## src/include/soc_params.svh

```systemverilog
// Peripheral SoC parameters
`ifndef SOC_PARAMS_SVH
`define SOC_PARAMS_SVH

////////////////////////////////////////////////////////////////////////////
// bus widths
////////////////////////////////////////////////////////////////////////////

`define SOC_ADR_W       16
`define SOC_DAT_W       32

////////////////////////////////////////////////////////////////////////////
// address map
////////////////////////////////////////////////////////////////////////////

// data memory at 0x0000, 4KB
`define SOC_MEM_WORDS   1024
// peripheral regions, 64 bytes each
`define SOC_GPIO_BASE   16'h8000
`define SOC_UART_BASE   16'h8040
`define SOC_PER_SIZE    64

// GPIO register offsets
`define SOC_GPIO_OUT    6'h00
`define SOC_GPIO_ENA    6'h04
`define SOC_GPIO_INP    6'h08

// UART register offsets
`define SOC_UART_DAT    6'h00
`define SOC_UART_STS    6'h04

////////////////////////////////////////////////////////////////////////////
// UART
////////////////////////////////////////////////////////////////////////////

// clock cycles per bit, short for simulation
`define SOC_UART_BDR    8
// transmit FIFO depth, power of two
`define SOC_UART_FIFO   4

`endif

```

## src/logic/soc_pkg.sv

```systemverilog
// Peripheral SoC types
`default_nettype none

`include "soc_params.svh"

package soc_pkg;

    // bus vectors
    typedef logic [`SOC_ADR_W-1:0]   adr_t;
    typedef logic [`SOC_DAT_W-1:0]   dat_t;
    typedef logic [`SOC_DAT_W/8-1:0] ben_t;

    // one UART character
    typedef logic [7:0] byte_t;

    // decoder targets
    typedef enum logic [1:0] {
        TGT_MEM,
        TGT_GPIO,
        TGT_UART,
        TGT_NONE
    } tgt_e;

    // UART serializer
    typedef enum logic [1:0] {
        UART_IDLE,
        UART_START,
        UART_DATA,
        UART_STOP
    } uart_state_e;

endpackage: soc_pkg

`default_nettype wire

```

## src/logic/tcb_if.sv

```systemverilog
// System bus interface
`timescale 1ns/10ps
`default_nettype none

interface tcb_if
    import soc_pkg::*;
(
    input logic clk
);

    // request, from manager
    logic vld;
    logic wen;
    adr_t adr;
    ben_t ben;
    dat_t wdt;
    // handshake and response, from subordinate
    logic rdy;
    dat_t rdt;
    logic err;

    // manager side
    modport man (
        input  clk,
        output vld, wen, adr, ben, wdt,
        input  rdy, rdt, err
    );

    // subordinate side
    modport sub (
        input  clk,
        input  vld, wen, adr, ben, wdt,
        output rdy, rdt, err
    );

endinterface: tcb_if

`default_nettype wire

```

## src/logic/tcb_decoder.sv

```systemverilog
// System bus decoder
`timescale 1ns/10ps
`default_nettype none

`include "soc_params.svh"

module tcb_decoder
    import soc_pkg::*;
(
    input  logic clk,
    input  logic rst_n,
    tcb_if.sub   sub,
    tcb_if.man   mem,
    tcb_if.man   gpio,
    tcb_if.man   uart
);

    // end of memory region, in bytes
    localparam adr_t MEM_END = adr_t'(`SOC_MEM_WORDS * (`SOC_DAT_W / 8));
    // region base mask for peripherals
    localparam adr_t PER_MSK = ~adr_t'(`SOC_PER_SIZE - 1);

    tgt_e req_tgt;
    tgt_e rsp_tgt;
    logic run;
    logic trn;

////////////////////////////////////////////////////////////////////////////
// request path
////////////////////////////////////////////////////////////////////////////

    // address classification
    always_comb begin
        if (sub.adr < MEM_END) begin
            req_tgt = TGT_MEM;
        end else if ((sub.adr & PER_MSK) == adr_t'(`SOC_GPIO_BASE)) begin
            req_tgt = TGT_GPIO;
        end else if ((sub.adr & PER_MSK) == adr_t'(`SOC_UART_BASE)) begin
            req_tgt = TGT_UART;
        end else begin
            req_tgt = TGT_NONE;
        end
    end

    // vld only toward selected target
    assign mem.vld  = sub.vld & (req_tgt == TGT_MEM);
    assign gpio.vld = sub.vld & (req_tgt == TGT_GPIO);
    assign uart.vld = sub.vld & (req_tgt == TGT_UART);

    // shared request fields
    assign mem.wen  = sub.wen;
    assign mem.adr  = sub.adr;
    assign mem.ben  = sub.ben;
    assign mem.wdt  = sub.wdt;
    assign gpio.wen = sub.wen;
    assign gpio.adr = sub.adr;
    assign gpio.ben = sub.ben;
    assign gpio.wdt = sub.wdt;
    assign uart.wen = sub.wen;
    assign uart.adr = sub.adr;
    assign uart.ben = sub.ben;
    assign uart.wdt = sub.wdt;

    // bus enabled once out of reset
    always_ff @(posedge clk or negedge rst_n) begin
        if (!rst_n) begin
            run <= 1'b0;
        end else begin
            run <= 1'b1;
        end
    end

    // ready from addressed target, unmapped always accepts
    always_comb begin
        case (req_tgt)
            TGT_MEM:  sub.rdy = run & mem.rdy;
            TGT_GPIO: sub.rdy = run & gpio.rdy;
            TGT_UART: sub.rdy = run & uart.rdy;
            default:  sub.rdy = run;
        endcase
    end

    assign trn = sub.vld & sub.rdy;

////////////////////////////////////////////////////////////////////////////
// response path
////////////////////////////////////////////////////////////////////////////

    // accepted target, memory never errs so err is low out of reset
    always_ff @(posedge clk or negedge rst_n) begin
        if (!rst_n) begin
            rsp_tgt <= TGT_MEM;
        end else if (trn) begin
            rsp_tgt <= req_tgt;
        end
    end

    // response mux, error with zero data when unmapped
    always_comb begin
        case (rsp_tgt)
            TGT_MEM: begin
                sub.rdt = mem.rdt;
                sub.err = mem.err;
            end
            TGT_GPIO: begin
                sub.rdt = gpio.rdt;
                sub.err = gpio.err;
            end
            TGT_UART: begin
                sub.rdt = uart.rdt;
                sub.err = uart.err;
            end
            default: begin
                sub.rdt = '0;
                sub.err = 1'b1;
            end
        endcase
    end

endmodule: tcb_decoder

`default_nettype wire

```

## src/flat_wrapper.sv

```systemverilog
// flat-port wrapper written by rule: the top's interface ports become plain ports
module tcb_decoder_flat import soc_pkg::*;
  (clk, rst_n, sub_vld, sub_wen, sub_adr, sub_ben, sub_wdt, sub_rdy, sub_rdt, sub_err, mem_vld, mem_wen, mem_adr, mem_ben, mem_wdt, mem_rdy, mem_rdt, mem_err, gpio_vld, gpio_wen, gpio_adr, gpio_ben, gpio_wdt, gpio_rdy, gpio_rdt, gpio_err, uart_vld, uart_wen, uart_adr, uart_ben, uart_wdt, uart_rdy, uart_rdt, uart_err);
  tcb_if sub_i (.clk(clk));
  tcb_if mem_i (.clk(clk));
  tcb_if gpio_i (.clk(clk));
  tcb_if uart_i (.clk(clk));
  input  logic clk;
  input  logic rst_n;
  input wire logic [$bits(sub_i.vld)-1:0] sub_vld;
  input wire logic [$bits(sub_i.wen)-1:0] sub_wen;
  input wire logic [$bits(sub_i.adr)-1:0] sub_adr;
  input wire logic [$bits(sub_i.ben)-1:0] sub_ben;
  input wire logic [$bits(sub_i.wdt)-1:0] sub_wdt;
  output wire logic [$bits(sub_i.rdy)-1:0] sub_rdy;
  output wire logic [$bits(sub_i.rdt)-1:0] sub_rdt;
  output wire logic [$bits(sub_i.err)-1:0] sub_err;
  output wire logic [$bits(mem_i.vld)-1:0] mem_vld;
  output wire logic [$bits(mem_i.wen)-1:0] mem_wen;
  output wire logic [$bits(mem_i.adr)-1:0] mem_adr;
  output wire logic [$bits(mem_i.ben)-1:0] mem_ben;
  output wire logic [$bits(mem_i.wdt)-1:0] mem_wdt;
  input wire logic [$bits(mem_i.rdy)-1:0] mem_rdy;
  input wire logic [$bits(mem_i.rdt)-1:0] mem_rdt;
  input wire logic [$bits(mem_i.err)-1:0] mem_err;
  output wire logic [$bits(gpio_i.vld)-1:0] gpio_vld;
  output wire logic [$bits(gpio_i.wen)-1:0] gpio_wen;
  output wire logic [$bits(gpio_i.adr)-1:0] gpio_adr;
  output wire logic [$bits(gpio_i.ben)-1:0] gpio_ben;
  output wire logic [$bits(gpio_i.wdt)-1:0] gpio_wdt;
  input wire logic [$bits(gpio_i.rdy)-1:0] gpio_rdy;
  input wire logic [$bits(gpio_i.rdt)-1:0] gpio_rdt;
  input wire logic [$bits(gpio_i.err)-1:0] gpio_err;
  output wire logic [$bits(uart_i.vld)-1:0] uart_vld;
  output wire logic [$bits(uart_i.wen)-1:0] uart_wen;
  output wire logic [$bits(uart_i.adr)-1:0] uart_adr;
  output wire logic [$bits(uart_i.ben)-1:0] uart_ben;
  output wire logic [$bits(uart_i.wdt)-1:0] uart_wdt;
  input wire logic [$bits(uart_i.rdy)-1:0] uart_rdy;
  input wire logic [$bits(uart_i.rdt)-1:0] uart_rdt;
  input wire logic [$bits(uart_i.err)-1:0] uart_err;
  assign sub_i.vld = sub_vld;
  assign sub_i.wen = sub_wen;
  assign sub_i.adr = sub_adr;
  assign sub_i.ben = sub_ben;
  assign sub_i.wdt = sub_wdt;
  assign sub_rdy = sub_i.rdy;
  assign sub_rdt = sub_i.rdt;
  assign sub_err = sub_i.err;
  assign mem_vld = mem_i.vld;
  assign mem_wen = mem_i.wen;
  assign mem_adr = mem_i.adr;
  assign mem_ben = mem_i.ben;
  assign mem_wdt = mem_i.wdt;
  assign mem_i.rdy = mem_rdy;
  assign mem_i.rdt = mem_rdt;
  assign mem_i.err = mem_err;
  assign gpio_vld = gpio_i.vld;
  assign gpio_wen = gpio_i.wen;
  assign gpio_adr = gpio_i.adr;
  assign gpio_ben = gpio_i.ben;
  assign gpio_wdt = gpio_i.wdt;
  assign gpio_i.rdy = gpio_rdy;
  assign gpio_i.rdt = gpio_rdt;
  assign gpio_i.err = gpio_err;
  assign uart_vld = uart_i.vld;
  assign uart_wen = uart_i.wen;
  assign uart_adr = uart_i.adr;
  assign uart_ben = uart_i.ben;
  assign uart_wdt = uart_i.wdt;
  assign uart_i.rdy = uart_rdy;
  assign uart_i.rdt = uart_rdt;
  assign uart_i.err = uart_err;
  tcb_decoder u_core (.clk(clk), .rst_n(rst_n), .sub(sub_i), .mem(mem_i), .gpio(gpio_i), .uart(uart_i));
endmodule
```

## config.mk

```make
export PLATFORM = sky130hd
export DESIGN_NAME = tcb_decoder_flat
export DESIGN_NICKNAME = d
export VERILOG_FILES = /design/src/logic/soc_pkg.sv /design/src/logic/tcb_if.sv /design/src/logic/tcb_decoder.sv /design/src/flat_wrapper.sv
export VERILOG_INCLUDE_DIRS = /design/src /design/src/include
export SDC_FILE = /design/constraint.sdc
export NUM_CORES = 1
export LEC_CHECK = 0
export BUFFER_PORTS_ARGS = -buffer_cell sky130_fd_sc_hd__buf_2
export CORE_AREA = 2 2 137 139
export CTS_CLUSTER_DIAMETER = 30
export DETAILED_ROUTE_END_ITERATION = 12
export DIE_AREA = 0 0 139 141
export MAX_ROUTING_LAYER = met4
export PLACE_DENSITY = 0.47
export SYNTH_ARGS = -nofsm -noshare
export SYNTH_HDL_FRONTEND = slang
export SYNTH_SLANG_ARGS = --single-unit
export TNS_END_PERCENT = 30
```

## constraint.sdc

```tcl
create_clock -name clk -period 5.2 [get_ports clk]
set_clock_uncertainty 0.05 [all_clocks]
set_input_delay 0.52 -clock clk [delete_from_list [all_inputs] [get_ports clk]]
set_output_delay 0.52 -clock clk [all_outputs]
set_load 0.005 [all_outputs]
```

* Word-level counts from Yosys, hierarchy flattened *
Index checks and enable logic that the tools add are counted.

word-level totals
  input bits = 158
  register bits = 3
  output and inout bits = 196

operators by class
  reductions and logical operators = 2
  order comparisons = 1
  bitwise gates (word level) = 7
  mux-type cells = 6
  equality and inequality tests = 6

operator list
  kind                  number
  $pmux 32 s3           1
  $eq 10x10->1 const B  2
  $lt 16x13->1 const B  1
  $and 1x1->1           7
  $pmux 1 s3            2
  $eq 2x1->1 const B    2
  $eq 2x2->1 const B    2
  $logic_not 2->1       2
  $mux 2                2
  $mux 1                1

* Logic depth before layout (Yosys ltp) *
  depth after elaboration = 7
  gate-level depth with buffers = 9
  gate-level depth less buffers = 9

* Least setup slack after synthesis *
No wires, ideal clock.

  kind = in2out
  start point = in sub_adr[11]
  end point = out sub_rdy
  buffers on the path = 0
  required time = 4630 ps
  path slack = 2531 ps
  arrival = 2099 ps
  stages = 7
  cells stage by stage = or4b_1 > nor3_2 > a31oi_1 > ha_1 > a22o_1 > a211oi_1 > nor2b_1

between the ends
  word-level cells in the longest chain between the ends = 6
  elaborated cells between the ends (all ways) = 10
  those cells by class = 1 x order compare; 4 x eq/ne; 4 x mux; 1 x reduce/logical

ends and longest elaborated chain
  what                                                                  line                RTL
  start, declared                                                       flat_wrapper.sv:12  input wire logic [$bits(sub_i.adr)-1:0] sub_adr;
  parallel branches: the longest is 3 deep, another holds $lt 16x13->1  n/a
  $mux 2 *                                                              tcb_decoder.sv:34   if (sub.adr < MEM_END) begin
  net u_core.req_tgt[0]                                                 tcb_decoder.sv:23   tgt_e req_tgt;
  $eq 2x2->1, or another cell as far along                              tcb_decoder.sv:75   case (req_tgt)
  $pmux 1 s3 *                                                          tcb_decoder.sv:75
  end, declared                                                         flat_wrapper.sv:15  output wire logic [$bits(sub_i.rdy)-1:0] sub_rdy;

Mark *: on every way through the listed nets, which the timed path passes.

* Final worst setup path *
  start point = in sub_adr[11]
  end point = out sub_rdy

between the ends
  elaborated cells between the ends (all ways) = 10
  those cells by class = 1 x order compare; 4 x eq/ne; 4 x mux; 1 x reduce/logical

RTL lines
  what                                                                  line
  parallel branches: the longest is 2 deep, another holds $lt 16x13->1  n/a
  $mux 2 *                                                              tcb_decoder.sv:34
  net u_core.req_tgt[1]                                                 tcb_decoder.sv:23
  $eq 2x2->1, or another cell as far along                              tcb_decoder.sv:75
  $pmux 1 s3 *                                                          tcb_decoder.sv:75

Marked as above.

==> impl_metrics.ini <==
[synth]
syn_area_um2 = 2130
yosys-top-cells-area = buf_4 56%, mux2i_1 15%, o21ai_0 7.5%, nand2_1 5.8%, dfrtp_1 3.5%
synth_seq_cells = 3
synth_warnings = 0
yosysTopAreaCell = buf_4
synth_nets = 461
yosys.area.top_type_share = 0.560
syn_avg_cell_area_um2 = 7.13
ys_types = 22
synth_cells = 299
yosysSeqAreaShare = 0.0352

[timing]
rsz0062_at_grt = no
finalHoldViolations = 0
setup_viol = 0
tns_ns = 0
hold_slack_ns = 0.0428
slew_headroom = 0.406
slew_viol_final = 0
post-route-period-util = 0.582
finalCriticalPeriod_ns = 3.03
worstMarginPinSlew_ns = 0.890
max_freq_ghz = 0.330

[worst_hold_path]
hp-class = primary input to async pin

[critical_path]
crit_required_ns = 4.63
cp.arrival_ns = 2.46
crit_path_end_kind = primary output
critPathMaxFanout = 4
cp-start-kind = primary input
path_class = primary input to primary output

[power]
vdd_drop_max_mv = 0.0721
finalPower_mw = 0.281
power.density_nw_per_um2 = 128
leakagePower_nw = 1.34

[layout]
drive_gt1_frac = 0.604
antenna_cells = 0
area_growth_syn_to_layout_pct = 2.88
nets = 479

[global_route]
grt_first_pass_wirelength_mm = 8.98
grt_antenna_before_repair = 0
grt_overflow = 0
grtUsageTotal = 0.0597
grt_pass1_vias = 1621
grt_max_degree = 36

[place]
place_congestion = 0.681
dp_hpwl_mm = 5.16
portBuffers = 181

[status]
status = complete, no violations

[clock_network]
cts.sinks = 3
hold_buffers = 0
post_cts_buffers = 0
cts_tree = yes
path_clk_slew_ns = 0.03
cts-root-buf = clkbuf_16
htreeDepth = 1
clockBufferDepth = 2
cts_resized = 0
clk_latency_ns = 0.22
cts_buffers = 3

[die]
die_h_um = 141
die_x_um = 139
io_pins = 354
coreArea_um2 = 18300
die_area_um2 = 19600
start_util = 0.117
placementRows = 50

[flow_run]
cap_viol_max_count = 0

[detailed_routing]
num_vias = 1766
drtAntennaViolNets = 0
drc = 0
drtIter0Drc = 53
wl_per_cell_um = 11.9
first_pass_iters = 4
vias_per_cell = 3.21
wirelength_mm = 6.55
[critical path, stage by stage]
cell,delay [ns]
buf_2,0.11
or4b_1,0.54
nor3_2,0.16
a31oi_1,0.18
ha_1,0.24
a22o_1,0.21
a211oi_1,0.28
nor2b_1,0.07
buf_2,0.13
[final timing paths]
| path | depth (start not counted) | endpoint | from | slack [ns] |
|---|---|---|---|---|
| max in group asynchronous | 1 | u_core.rsp_tgt[0]$_DFFE_PN0P_ | rst_n | 4.93 |
| max | 9 | sub_rdy | sub_adr[11] | 2.17 |
| min in group clk | 3 | u_core.rsp_tgt[0]$_DFFE_PN0P_ | u_core.run$_DFF_PN0_ | 0.69 |
| max reg2reg | 2 | u_core.rsp_tgt[0]$_DFFE_PN0P_ | u_core.rsp_tgt[0]$_DFFE_PN0P_ | 3.90 |
| min | 1 | u_core.rsp_tgt[1]$_DFFE_PN0P_ | rst_n | 0.04 |
| min reg2reg | 3 | u_core.rsp_tgt[0]$_DFFE_PN0P_ | u_core.run$_DFF_PN0_ | 0.69 |
[flip-flops by register name, indices dropped and copies added (netlist names)]
| register | count |
|---|---|
| u_core.rsp_tgt | 2 |
| u_core.run | 1 |
[synth_stat cells]
cell	instances
o21ai_0	32
mux2_2	2
buf_2	4
nor2_1	1
dfrtp_1	3
buf_4	159
nand2_1	33
inv_1	4
a31oi_1	2
nor3_1	1
conb_1	1
mux2i_1	32
nor2b_1	4
a21oi_1	1
a211oi_1	2
and2_1	3
clkbuf_1	7
nor4_1	1
a22o_1	1
nor3_2	1
or4b_1	1
ha_1	4
[cell families (layout without fill, tap and decap cells)]
kind of cell,after synthesis,count (layout),synth area share
buffers and inverters,174,191,0.589
AND/OR/NAND/NOR,45,45,0.0951
AO/OA/AOI/OAI,38,38,0.0945
multiplexers,34,34,0.161
adder cells (fa/ha/maj),4,4,0.0235
flip-flops,3,3,0.0352
other,1,1,0.00176
[layout by cell type (no fill, tap or decap), types with 3 or more instances in the layout]
cell / synthesis / routed
and2_1: 3 / 3
buf_2: 4 / 181
clkbuf_16: 0 / 3
ha_1: 4 / 4
inv_1: 4 / 4
mux2i_1: 32 / 32
nand2_1: 33 / 33
nor2b_1: 4 / 3
o21ai_0: 32 / 32
[through the flow]
step,instance area (um2),utilization,setup slack (ns),std cells
after global routing,2190,0.120,1.98,550
after CTS,2190,0.120,2.13,550
after detailed placement,2110,0.116,2.14,546
after floorplan,2130,-,2.53,299
after global placement,2110,0.116,2.21,546
final,2190,0.120,2.17,550
[final cells by class]
type                            count  area, um2
Clock buffer                        4       78.8
Fill cell                        2134      16100
Timing Repair Buffer              183        921
Sequential cell                     3       76.3
Multi-Input combinational cell    122        808
Inverter                            4       15.0
Tap cell                          234        293
[report_power, final]
group / switching, mW / total [mW] / internal, mW
clock: 0.0212 / 0.122 / 0.101
combinational: 0.0616 / 0.133 / 0.0716
sequential: 0.000913 / 0.0258 / 0.0249
[layer usage]
layer | track usage | part of all wire | wire length (um)
met5 | - | 0 | 0
met4 | 0.0436 | 0.066 | 431
met3 | 0.0245 | 0.13 | 857
met2 | 0.0920 | 0.45 | 2930
met1 | 0.0617 | 0.36 | 2330
Note: power is estimated with default switching activity, not from simulation.
