File: src/include/soc_params.svh
// Peripheral SoC parameters
`ifndef SOC_PARAMS_SVH
`define SOC_PARAMS_SVH

////////////////////////////////////////////////////////////////////////////
// bus widths
////////////////////////////////////////////////////////////////////////////

`define SOC_ADR_W       16
`define SOC_DAT_W       32

////////////////////////////////////////////////////////////////////////////
// address map
////////////////////////////////////////////////////////////////////////////

// data memory at 0x0000, 4KB
`define SOC_MEM_WORDS   1024
// peripheral regions, 64 bytes each
`define SOC_GPIO_BASE   16'h8000
`define SOC_UART_BASE   16'h8040
`define SOC_PER_SIZE    64

// GPIO register offsets
`define SOC_GPIO_OUT    6'h00
`define SOC_GPIO_ENA    6'h04
`define SOC_GPIO_INP    6'h08

// UART register offsets
`define SOC_UART_DAT    6'h00
`define SOC_UART_STS    6'h04

////////////////////////////////////////////////////////////////////////////
// UART
////////////////////////////////////////////////////////////////////////////

// clock cycles per bit, short for simulation
`define SOC_UART_BDR    8
// transmit FIFO depth, power of two
`define SOC_UART_FIFO   4

`endif

File: src/logic/soc_pkg.sv
// Peripheral SoC types
`default_nettype none

`include "soc_params.svh"

package soc_pkg;

    // bus vectors
    typedef logic [`SOC_ADR_W-1:0]   adr_t;
    typedef logic [`SOC_DAT_W-1:0]   dat_t;
    typedef logic [`SOC_DAT_W/8-1:0] ben_t;

    // one UART character
    typedef logic [7:0] byte_t;

    // decoder targets
    typedef enum logic [1:0] {
        TGT_MEM,
        TGT_GPIO,
        TGT_UART,
        TGT_NONE
    } tgt_e;

    // UART serializer
    typedef enum logic [1:0] {
        UART_IDLE,
        UART_START,
        UART_DATA,
        UART_STOP
    } uart_state_e;

endpackage: soc_pkg

`default_nettype wire

File: src/logic/tcb_if.sv
// System bus interface
`timescale 1ns/10ps
`default_nettype none

interface tcb_if
    import soc_pkg::*;
(
    input logic clk
);

    // request, from manager
    logic vld;
    logic wen;
    adr_t adr;
    ben_t ben;
    dat_t wdt;
    // handshake and response, from subordinate
    logic rdy;
    dat_t rdt;
    logic err;

    // manager side
    modport man (
        input  clk,
        output vld, wen, adr, ben, wdt,
        input  rdy, rdt, err
    );

    // subordinate side
    modport sub (
        input  clk,
        input  vld, wen, adr, ben, wdt,
        output rdy, rdt, err
    );

endinterface: tcb_if

`default_nettype wire

File: src/logic/gpio_ctrl.sv
// GPIO controller
`timescale 1ns/10ps
`default_nettype none

`include "soc_params.svh"

module gpio_ctrl
    import soc_pkg::*;
(
    input  logic clk,
    input  logic rst_n,
    tcb_if.sub   sub,
    output dat_t gpio_o,
    output dat_t gpio_e,
    input  dat_t gpio_i
);

    localparam int unsigned OFS_W = $clog2(`SOC_PER_SIZE);

    logic [OFS_W-1:0] ofs;
    logic             trn;
    dat_t             gpio_s;
    dat_t             gpio_r;

    // byte merge of write data into a register
    function automatic dat_t merge(dat_t old, dat_t wdt, ben_t ben);
        dat_t res;
        res = old;
        for (int i = 0; i < $bits(ben_t); i++) begin
            if (ben[i]) begin
                res[8*i +: 8] = wdt[8*i +: 8];
            end
        end
        return res;
    endfunction

    assign ofs = sub.adr[OFS_W-1:0];

    // always ready, no errors
    assign sub.rdy = 1'b1;
    assign sub.err = 1'b0;

    assign trn = sub.vld & sub.rdy;

////////////////////////////////////////////////////////////////////////////
// registers
////////////////////////////////////////////////////////////////////////////

    // output and enable, input register is read only
    always_ff @(posedge clk or negedge rst_n) begin
        if (!rst_n) begin
            gpio_o <= '0;
            gpio_e <= '0;
        end else if (trn & sub.wen) begin
            if (ofs == OFS_W'(`SOC_GPIO_OUT)) begin
                gpio_o <= merge(gpio_o, sub.wdt, sub.ben);
            end
            if (ofs == OFS_W'(`SOC_GPIO_ENA)) begin
                gpio_e <= merge(gpio_e, sub.wdt, sub.ben);
            end
        end
    end

    // two stage input synchronizer
    always_ff @(posedge clk or negedge rst_n) begin
        if (!rst_n) begin
            gpio_s <= '0;
            gpio_r <= '0;
        end else begin
            gpio_s <= gpio_i;
            gpio_r <= gpio_s;
        end
    end

    // read mux, unused offsets give zero
    always_ff @(posedge clk) begin
        if (trn & ~sub.wen) begin
            case (ofs)
                OFS_W'(`SOC_GPIO_OUT): sub.rdt <= gpio_o;
                OFS_W'(`SOC_GPIO_ENA): sub.rdt <= gpio_e;
                OFS_W'(`SOC_GPIO_INP): sub.rdt <= gpio_r;
                default:               sub.rdt <= '0;
            endcase
        end
    end

endmodule: gpio_ctrl

`default_nettype wire

File: src/flat_wrapper.sv
// flat-port wrapper written by rule: the top's interface ports become plain ports
module gpio_ctrl_flat import soc_pkg::*;
  (clk, rst_n, gpio_o, gpio_e, gpio_i, sub_vld, sub_wen, sub_adr, sub_ben, sub_wdt, sub_rdy, sub_rdt, sub_err);
  tcb_if sub_i (.clk(clk));
  input  logic clk;
  input  logic rst_n;
  output dat_t gpio_o;
  output dat_t gpio_e;
  input  dat_t gpio_i;
  input wire logic [$bits(sub_i.vld)-1:0] sub_vld;
  input wire logic [$bits(sub_i.wen)-1:0] sub_wen;
  input wire logic [$bits(sub_i.adr)-1:0] sub_adr;
  input wire logic [$bits(sub_i.ben)-1:0] sub_ben;
  input wire logic [$bits(sub_i.wdt)-1:0] sub_wdt;
  output wire logic [$bits(sub_i.rdy)-1:0] sub_rdy;
  output wire logic [$bits(sub_i.rdt)-1:0] sub_rdt;
  output wire logic [$bits(sub_i.err)-1:0] sub_err;
  assign sub_i.vld = sub_vld;
  assign sub_i.wen = sub_wen;
  assign sub_i.adr = sub_adr;
  assign sub_i.ben = sub_ben;
  assign sub_i.wdt = sub_wdt;
  assign sub_rdy = sub_i.rdy;
  assign sub_rdt = sub_i.rdt;
  assign sub_err = sub_i.err;
  gpio_ctrl u_core (.clk(clk), .rst_n(rst_n), .sub(sub_i), .gpio_o(gpio_o), .gpio_e(gpio_e), .gpio_i(gpio_i));
endmodule
File: config.mk
export PLATFORM = sky130hd
export DESIGN_NAME = gpio_ctrl_flat
export DESIGN_NICKNAME = d
export VERILOG_FILES = /design/src/logic/soc_pkg.sv /design/src/logic/tcb_if.sv /design/src/logic/gpio_ctrl.sv /design/src/flat_wrapper.sv
export VERILOG_INCLUDE_DIRS = /design/src /design/src/include
export SDC_FILE = /design/constraint.sdc
export NUM_CORES = 1
export LEC_CHECK = 0
export BUFFER_PORTS_ARGS = -buffer_cell sky130_fd_sc_hd__buf_2
export CAP_MARGIN = 20
export CORE_ASPECT_RATIO = 1.25
export CORE_MARGIN = 2
export CORE_UTILIZATION = 45
export CTS_CLUSTER_SIZE = 30
export DETAILED_ROUTE_END_ITERATION = 10
export GPL_TIMING_DRIVEN = 0
export PLACE_DENSITY_LB_ADDON = 0.12
export SLEW_MARGIN = 15
export SYNTH_ARGS = -nofsm -noshare
export SYNTH_HDL_FRONTEND = slang
export SYNTH_SLANG_ARGS = --single-unit
File: constraint.sdc
create_clock -name clk -period 1.6 [get_ports clk]
set_clock_uncertainty 0.2 [all_clocks]
set_input_delay 0.08 -clock clk [delete_from_list [all_inputs] [get_ports clk]]
set_output_delay 0.08 -clock clk [all_outputs]
set_load 0.01 [all_outputs]
Word level (Yosys, flattened, before mapping)

Cells that the tools add are included.

Register bits after elaboration: 160
Logic and storage cells: 26

Equality and inequality tests: 2
Multiplexer cells: 1
Bitwise operators: 3
Reduce and logical (&&, ||, !) cells: 9

Operators with widths:

| kind               | number |
|---|---|
| $pmux 32 s3        | 1 |
| $reduce_and 3->1   | 8 |
| $eq 6x3->1 const B | 1 |
| $eq 6x4->1 const B | 1 |
| $logic_not 6->1    | 1 |
| $and 1x1->1        | 2 |
| $not 1->1          | 1 |

Depth between registers and ports, before layout

Gate-level depths: netlist of run 1.

Depth in word-level cells: 2
Gate-level depth with buffers: 6
Depth with buffers taken out: 3

Least setup slack after synthesis of run 1

OpenSTA, ideal clock, no wires.

Kind: input to register
Start point: input sub_wen
End point: register u_core.sub.rdt[0], enable pin
Data arrival time: 1532 ps
Data required time: 975 ps
Path slack: -558 ps
Stages on the path: 1
Buffers on the path: 0
Cell sequence: nor2b_1

Longest elaborated chain between the ends: 2

Ends and longest elaborated chain:

| item                 | line               | text |
|---|---|---|
| start, declared      | flat_wrapper.sv:11 | `input wire logic [$bits(sub_i.wen)-1:0] sub_wen;` |
| $not 1->1            | gpio_ctrl.sv:77    | `if (trn & ~sub.wen) begin` |
| $and 1x1->1          | gpio_ctrl.sv:77    |  |
| end signal, assigned | gpio_ctrl.sv:79    | `` OFS_W'(`SOC_GPIO_OUT): sub.rdt <= gpio_o; `` |
| end signal, assigned | gpio_ctrl.sv:80    | `` OFS_W'(`SOC_GPIO_ENA): sub.rdt <= gpio_e; `` |
| end signal, assigned | gpio_ctrl.sv:81    | `` OFS_W'(`SOC_GPIO_INP): sub.rdt <= gpio_r; `` |
| end, declared        | tcb_if.sv:33       | `output rdy, rdt, err` |

Every way passes these cells.
A chain may end at the register's enable or synchronous reset.

Worst setup path after layout of run 1

Start point: input sub_adr[0]
End point: register u_core.gpio_o[22]

Longest elaborated chain between the ends: 2

Ends and longest elaborated chain:

| item                              | line               | text |
|---|---|---|
| start, declared                   | flat_wrapper.sv:12 | `input wire logic [$bits(sub_i.adr)-1:0] sub_adr;` |
| $logic_not 6->1                   | gpio_ctrl.sv:55    | `` if (ofs == OFS_W'(`SOC_GPIO_OUT)) begin `` |
| $reduce_and 3->1 (no source line) | n/a                |  |
| end signal, assigned              | gpio_ctrl.sv:56    | `gpio_o <= merge(gpio_o, sub.wdt, sub.ben);` |
| end, declared                     | gpio_ctrl.sv:13    | `output dat_t gpio_o,` |

Every way passes these cells.

==> summary.txt, run 1 <==
Status: finished with violations
Failing checks: negative hold slack, negative setup slack
Die Area: 0.0141 mm²
RSZ-0062 raised after global routing: true
Main combinational cell family by area after synthesis: multiplexers
Post-Synth XOR/XNOR Area: 0%
Die X: 106 µm
Ys Warns: 0
Critical path type: primary input to register
Area share of the largest cell type after synthesis: 54.3%
Worst Hold Class: primary input to register
Layout cells sized above 1: 48.3%
TritonCTS clock tree: yes
Hold Path Origin: sub_wen
Final slew viol count: 0
Layout fillers: 996
Setup ws final: -0.0618 ns
Synthesized area per cell: 16.3 µm²
Final Util: 67.3%
WP buf/inv: 2
Simple-gate share of the synthesized area: 5.51%
WL/cell: 17.7 µm
Area grow syn2layout: 45.8%
CTS Buffer Depth: 2
Reg2reg end: u_core.sub.rdt[24]
CP required: 1.69 ns
Dominant cell type by area after synthesis: dfrtp_1
Crit Path Max Fanout: 8
Mux cell area share after synthesis: 14.2%
Most used cell, CP: or4_4
Router iterations before antenna repair: 4
Post-CTS Hold Buffers: 65
Worst skew pair latency: 0.41 ns
IO buf count: 173
Sequential Area: 0.00416 mm²
Leakage: 4.27 nW
CP endpoint kind: register
Worst Reg2Reg Path Length in Cells: 3
Total number of vias: 3985
Syn Std Cell Area: 0.00590 mm²
R2r setup slk: 0.38 ns
Final setup fails: 32
Pre-CTS setup slack: -0.697 ns
H-tree depth reported by CTS: 4
Post-Layout Cell Count: 803
DR iter-0 viols: 198
Max incr delay on CP: 0.59 ns
Largest net degree at the start of global routing: 79
CTS Buf Count: 17
Post-synthesis compound-gate area fraction: 5.43%
Finished layout cell area: 0.00860 mm²
Power Dens Cells: 1070 mW/mm²
Fin crit share: 104%
DPL Wire Length: 9.52 mm
Row cnt: 46
Post-DRT Antenna Nets: 0
Vias in the first global route: 4302
Root buffer cell: clkbuf_16
Core area: 0.0128 mm²
Grt total ovfl: 0
Min Clock Period, post-route: 1.66 ns
Fin Hold WS: -0.0585 ns
Die height: 132 µm
Synth top area cells: dfrtp_1 (54%), edfxtp_1 (16%), mux2_4 (8.1%), mux2_2 (6.1%), a221o_1 (5.4%)
Crit-path cells: buf_6 > or4_4 > or4_4 > buf_8 > mux2_4
Adder-Cell Fraction of Synth Area: 0%
Arrival time worst endpoint: 1.76 ns
Least-Margin Pin Slew: 0.582 ns
Post-synthesis sequential area ratio: 70.6%
CP delay by family, top: simple AND/OR/NAND/NOR gates
DRC viols: 0
Mapped Nets: 449
Drt total wl: 14.2 mm
Hold endpoint: u_core.sub.rdt[0]
CTS clk-pin slew, worst paths: 0.06 ns
Post-synthesis cell type count: 19
#FFs+latches synth: 160
Initial cell density of the core: 46.2%
Max rail drop VDD: 0.000719 V
Fmax: 602 MHz
Syn Inst Count: 361
Hold path cells: 2
Clock sinks: 160
Cells after DPL: 704
RePlAce Congestion: 0.799
Placed Area: 0.00719 mm²
Max_slew headroom: 61.1%
Total track usage: 21.2%
Worst r2r src: u_core.gpio_r[24]
Number of max-cap violations: 0
First-pass GRT wire length: 22.7 mm
Initial antenna violation count: 0
DR vias/cell: 4.96
Slowest-stage cell, CP: or4_4
Diodes inserted: 0
Multi-input logic area: 0.00168 mm²
Final #Nets: 710
Crit path launch type: primary input
Ports: 186
Final-report hold violation count: 30
[state kept, by name, summed over array words and instances, names as in the netlist]
signal and cells:
u_core.gpio_o 32, u_core.sub.rdt 32, u_core.gpio_s 32, u_core.gpio_e 32, u_core.gpio_r 32
[cell usage after synthesis]
library cell / instances
nor3_1: 33
edfxtp_1: 32
inv_1: 32
conb_1: 2
nand2b_1: 2
mux2_2: 32
clkbuf_1: 10
dfrtp_1: 128
nor3_4: 4
or4_1: 1
buf_4: 2
nand3_1: 4
mux2_4: 32
nor2b_1: 1
buf_2: 5
nor2_1: 1
or4_4: 4
a221o_1: 32
buf_6: 4
[layout make-up]
type | count | share of cell area [%]
Buffer | 19 | 1.92
Clock buffer | 22 | 5.53
Clock inverter | 10 | 1.44
Inverter | 32 | 1.40
Multi-Input combinational cell | 148 | 19.5
Sequential cell | 160 | 48.4
Tap cell | 168 | 2.44
Timing Repair Buffer | 244 | 19.3
[worst max path at each step]
stage | depth (start not counted) | startpoint | to
global placement | 1 | rst_n | u_core.gpio_s[13]
detailed placement | 6 | sub_adr[5] | u_core.sub.rdt[29]
CTS | 5 | sub_adr[0] | u_core.gpio_o[22]
floorplan | 5 | sub_adr[5] | u_core.gpio_o[0]
global route | 5 | sub_adr[0] | u_core.gpio_o[22]
finish | 5 | sub_adr[0] | u_core.gpio_o[22]
[placed cells by master (no fill, tap or decap), types with 2 or more instances in the layout]
cell type,instances
buf_2,171
dfrtp_1,128
dlygate4sd3_1,65
mux2_4,64
inv_1,32
a221o_1,32
edfxtp_1,32
nor3_1,24
clkbuf_16,18
nor3_2,9
clkbuf_1,7
or4_4,5
buf_12,5
buf_6,4
buf_4,4
nand3_1,4
nor3_4,4
buf_8,3
clkbuf_4,3
inv_6,3
nand2b_1,2
clkbuf_2,2
conb_1,2
bufinv_16,2
clkinv_4,2
clkinvlp_4,2
buf_16,2
[logic make-up after synthesis]
group,after synthesis
flip-flops,160
multiplexers,64
buffers and inverters,53
other,2
AO/OA/AOI/OAI,32
AND/OR/NAND/NOR,50
[layer usage]
| metal | routed length [µm] | global-route usage [%] | vias up |
|---|---|---|---|
| li1 | - | - | 1820 |
| met1 | 5730 | 25.7 | 2012 |
| met2 | 7410 | 36.5 | 128 |
| met3 | 662 | 4.30 | 25 |
| met4 | 375 | 9.31 | 0 |
| met5 | 0 | 0 | - |
[power breakdown]
group | total (W) | switching, W | internal (W)
clock network | 0.00406 | 0.00161 | 0.00245
registers | 0.00445 | 0.0000979 | 0.00435
logic | 0.000736 | 0.000344 | 0.000392
[per-stage QoR]
step	total power (W)	TNS [ns]	hold WS, ns
final	0.00924	-1.67	-0.0585
after global routing	0.00958	-1.31	-0.0435
after CTS	0.00933	-0.861	-0.0744
after global placement	0.00509	-251.15	-0.0116
after floorplan	0.00476	-26.32	-0.416
after detailed placement	0.00513	-57.93	-0.143
[repair_timing]
action | 4_1_cts | 5_1_grt
endpoints found under the setup margin | 94 | 57
resized for setup | 22 | 5
pin swaps | 5 | 0
buffers inserted | 4 | 0
endpoints found under the hold margin | 238 | 14
No activity file was read; power rests on OpenSTA's default activity.
==> run 2, diff against run 1 <==
--- a/config.mk
+++ b/config.mk
@@ -10,7 +10,7 @@
 export CAP_MARGIN = 20
 export CORE_ASPECT_RATIO = 1.25
 export CORE_MARGIN = 2
-export CORE_UTILIZATION = 45
+export CORE_UTILIZATION = 40
 export CTS_CLUSTER_SIZE = 30
 export DETAILED_ROUTE_END_ITERATION = 10
 export GPL_TIMING_DRIVEN = 0
==> run 2 against run 1 <==
Compared with the run above: the run still ends with negative hold slack, negative setup slack left; register-to-register slack barely moved; worst hold slack improved by 0.026 ns; combinational power about the same; critical path depth did not move; sequential share of layout area grew 0.28 points; die area up 12%; via count decreased by 0.10%; critical endpoint is now u_core.gpio_o[30]; largest cell class unchanged.
==> summary.txt, run 2 (synthesis gave the netlist of run 1 again) <==
Post-Layout Cell Count: 813 (+1.2%)
DR iter-0 viols: 172 (-13%)
Setup ws final: -0.0454 ns (+0.0164 ns)
Diodes inserted: 0 (unchanged)
Layout fillers: 1143 (+15%)
Pre-CTS setup slack: -0.675 ns (+0.0226 ns)
Total track usage: 19.4% (-1.8 points)
Worst Hold Class: primary input to register
WL/cell: 18.2 µm (+3.3%)
Area grow syn2layout: 44.9%
Critical path type: primary input to register
IO buf count: 173 (unchanged)
Final Util: 59.4% (-8.0 points)
Final-report hold violation count: 15 (-50%)
Router iterations before antenna repair: 4 (unchanged)
Leakage: 4.26 nW (-0.16%)
Placed Area: 0.00720 mm² (+0.17%)
Status: finished with violations
Crit path launch type: primary input
TritonCTS clock tree: yes
RSZ-0062 raised after global routing: true
Switching share of power: 22.0% (-0.19 points)
Max_slew headroom: 56.5% (-4.6 points)
Grt total ovfl: 0 (unchanged)
Post-CTS Hold Buffers: 65 (unchanged)
Ports: 186 (unchanged)
Fin Hold WS: -0.0323 ns (+0.0262 ns)
CP endpoint kind: register
Failing checks: negative hold slack, negative setup slack
Final slew viol count: 0 (unchanged)
Vias in the first global route: 4278 (-0.56%)
DR vias/cell: 4.90 (-1.3%)
Max rail drop VDD: 0.000921 V (+28%)
H-tree depth reported by CTS: 4 (unchanged)
Row cnt: 49 (+6.5%)
Most used cell, CP: or4_4
Initial cell density of the core: 41.0% (-5.2 points)
CTS Buffer Depth: 2 (unchanged)
Crit Path Max Fanout: 8 (unchanged)
Commonest non-fill, non-tap cell in the layout: buf_2
NetSw: 0.00200 W (-2.1%)
Crit-path cells: buf_6 > or4_4 > or4_4 > buf_12 > mux2_4
Post-DRT Antenna Nets: 0 (unchanged)
Fmax: 608 MHz (+1.0%)
RePlAce Congestion: 0.732 (-8.5%)
Sequential share of power: 48.7% (+0.6 points)
Power Dens Cells: 1070 mW/mm² (-0.69%)
Max incr delay on CP: 0.59 ns (about the same)
Final setup fails: 16 (-50%)
Total number of vias: 3981 (-0.10%)
Logic pwr share: 8.1% (about the same)
Fin crit share: 103% (-1.0 points)
Most frequent cells in the layout: buf_2 (171), dfrtp_1 (128), dlygate4sd3_1 (65)
Cells after DPL: 714 (+1.4%)
First-pass GRT wire length: 23.3 mm (+2.4%)
Final #Nets: 710 (unchanged)
Arrival time worst endpoint: 1.75 ns (about the same)
DPL Wire Length: 9.70 mm (+1.9%)
CTS clk-pin slew, worst paths: 0.06 ns (about the same)
Clock sinks: 160 (unchanged)
Drt total wl: 14.8 mm (+4.5%)
Largest net degree at the start of global routing: 69 (-13%)
Die height: 140 µm (+5.9%)
Least-Margin Pin Slew: 0.650 ns (+0.0686 ns)
Finished layout cell area: 0.00855 mm² (-0.57%)
Int Pwr: 0.00712 W (-1.0%)
Root buffer cell: clkbuf_16
Number of max-cap violations: 0 (unchanged)
Core area: 0.0144 mm² (+13%)
Min Clock Period, post-route: 1.65 ns (-0.0164 ns)
Tot Pwr: 0.00913 W (-1.3%)
Layout cells sized above 1: 46.9% (-1.4 points)
Clock network fraction of total power: 43.2% (-0.7 points)
Slowest-stage cell, CP: or4_4
Initial antenna violation count: 0 (unchanged)
Worst skew pair latency: 0.41 ns (about the same)
R2r setup slk: 0.39 ns (about the same)
DRC viols: 0 (unchanged)
Die X: 113 µm (+5.8%)
CP required: 1.70 ns (about the same)
Die Area: 0.0157 mm² (+12%)
CTS Buf Count: 17 (unchanged)
[run 2: cell types whose count changed in the layout (fill, tap and decap cells not counted), sizes merged]
cell and delta:
clkbuf +1, clkinv +1, inv -2
[run 2: layout make-up]
class	instances	area [µm²]	area share [%]
Sequential cell	160	4160	48.7
Timing Repair Buffer	244	1660	19.5
Multi-Input combinational cell	148	1640	19.2
Clock buffer	23	468	5.47
Tap cell	178	223	2.60
Buffer	19	168	1.96
Inverter	32	120	1.40
Clock inverter	9	108	1.26
[run 2: critical path, delay by kind of cell]
| kind | cells | cell delay [ns] |
|---|---|---|
| mux | 1 | 0.29 |
| simple gates | 2 | 1.11 |
| buf+inv | 2 | 0.26 |
[run 2: power by group through the flow]
| stage | Combinational [W] | Sequential (W) | Clock (W) |
|---|---|---|---|
| global placement | 0.000584 | 0.00452 | 0 |
| detailed placement | 0.000617 | 0.00452 | 0 |
| CTS | 0.000747 | 0.00445 | 0.00404 |
| global route | 0.000798 | 0.00447 | 0.00423 |
| finish | 0.000737 | 0.00445 | 0.00394 |
| floorplan | 0.000194 | 0.00456 | 0 |
[run 2: per-layer routing]
layer,part of all wire (%),up-vias,GRT usage [%]
met3,5.2,19,4.97
met1,43,2019,24.6
met4,1.7,0,7.06
met2,50,126,32.1
met5,0,-,0
li1,-,1817,-
[run 2: through the flow]
stage                     hold slack (ns)  setup TNS, ns
final                             -0.0323         -0.584
after global routing              -0.0269         -0.509
after CTS                         -0.0565         -0.239
after detailed placement           -0.102         -58.00
after global placement            -0.0122        -264.95
after floorplan                    -0.416         -26.32
[run 2: path summary, 6_finish.rpt]
check / end / start / cells past startpoint
min reg2reg: u_core.gpio_r[9] / u_core.gpio_s[9] / 0
min: u_core.sub.rdt[21] / sub_wen / 2
max in group asynchronous: u_core.gpio_e[12] / rst_n / 3
min in group asynchronous: u_core.gpio_e[7] / rst_n / 2
max reg2reg: u_core.sub.rdt[13] / u_core.gpio_r[13] / 3
max: u_core.gpio_o[30] / sub_adr[0] / 5
[run 2: timing repair]
action | in CTS | in global routing
endpoints found under the hold margin | 239 | 15
endpoints found under the setup margin | 94 | 46
pin swaps | 7 | 0
gates resized for setup | 13 | 5
buffers inserted | 4 | 0
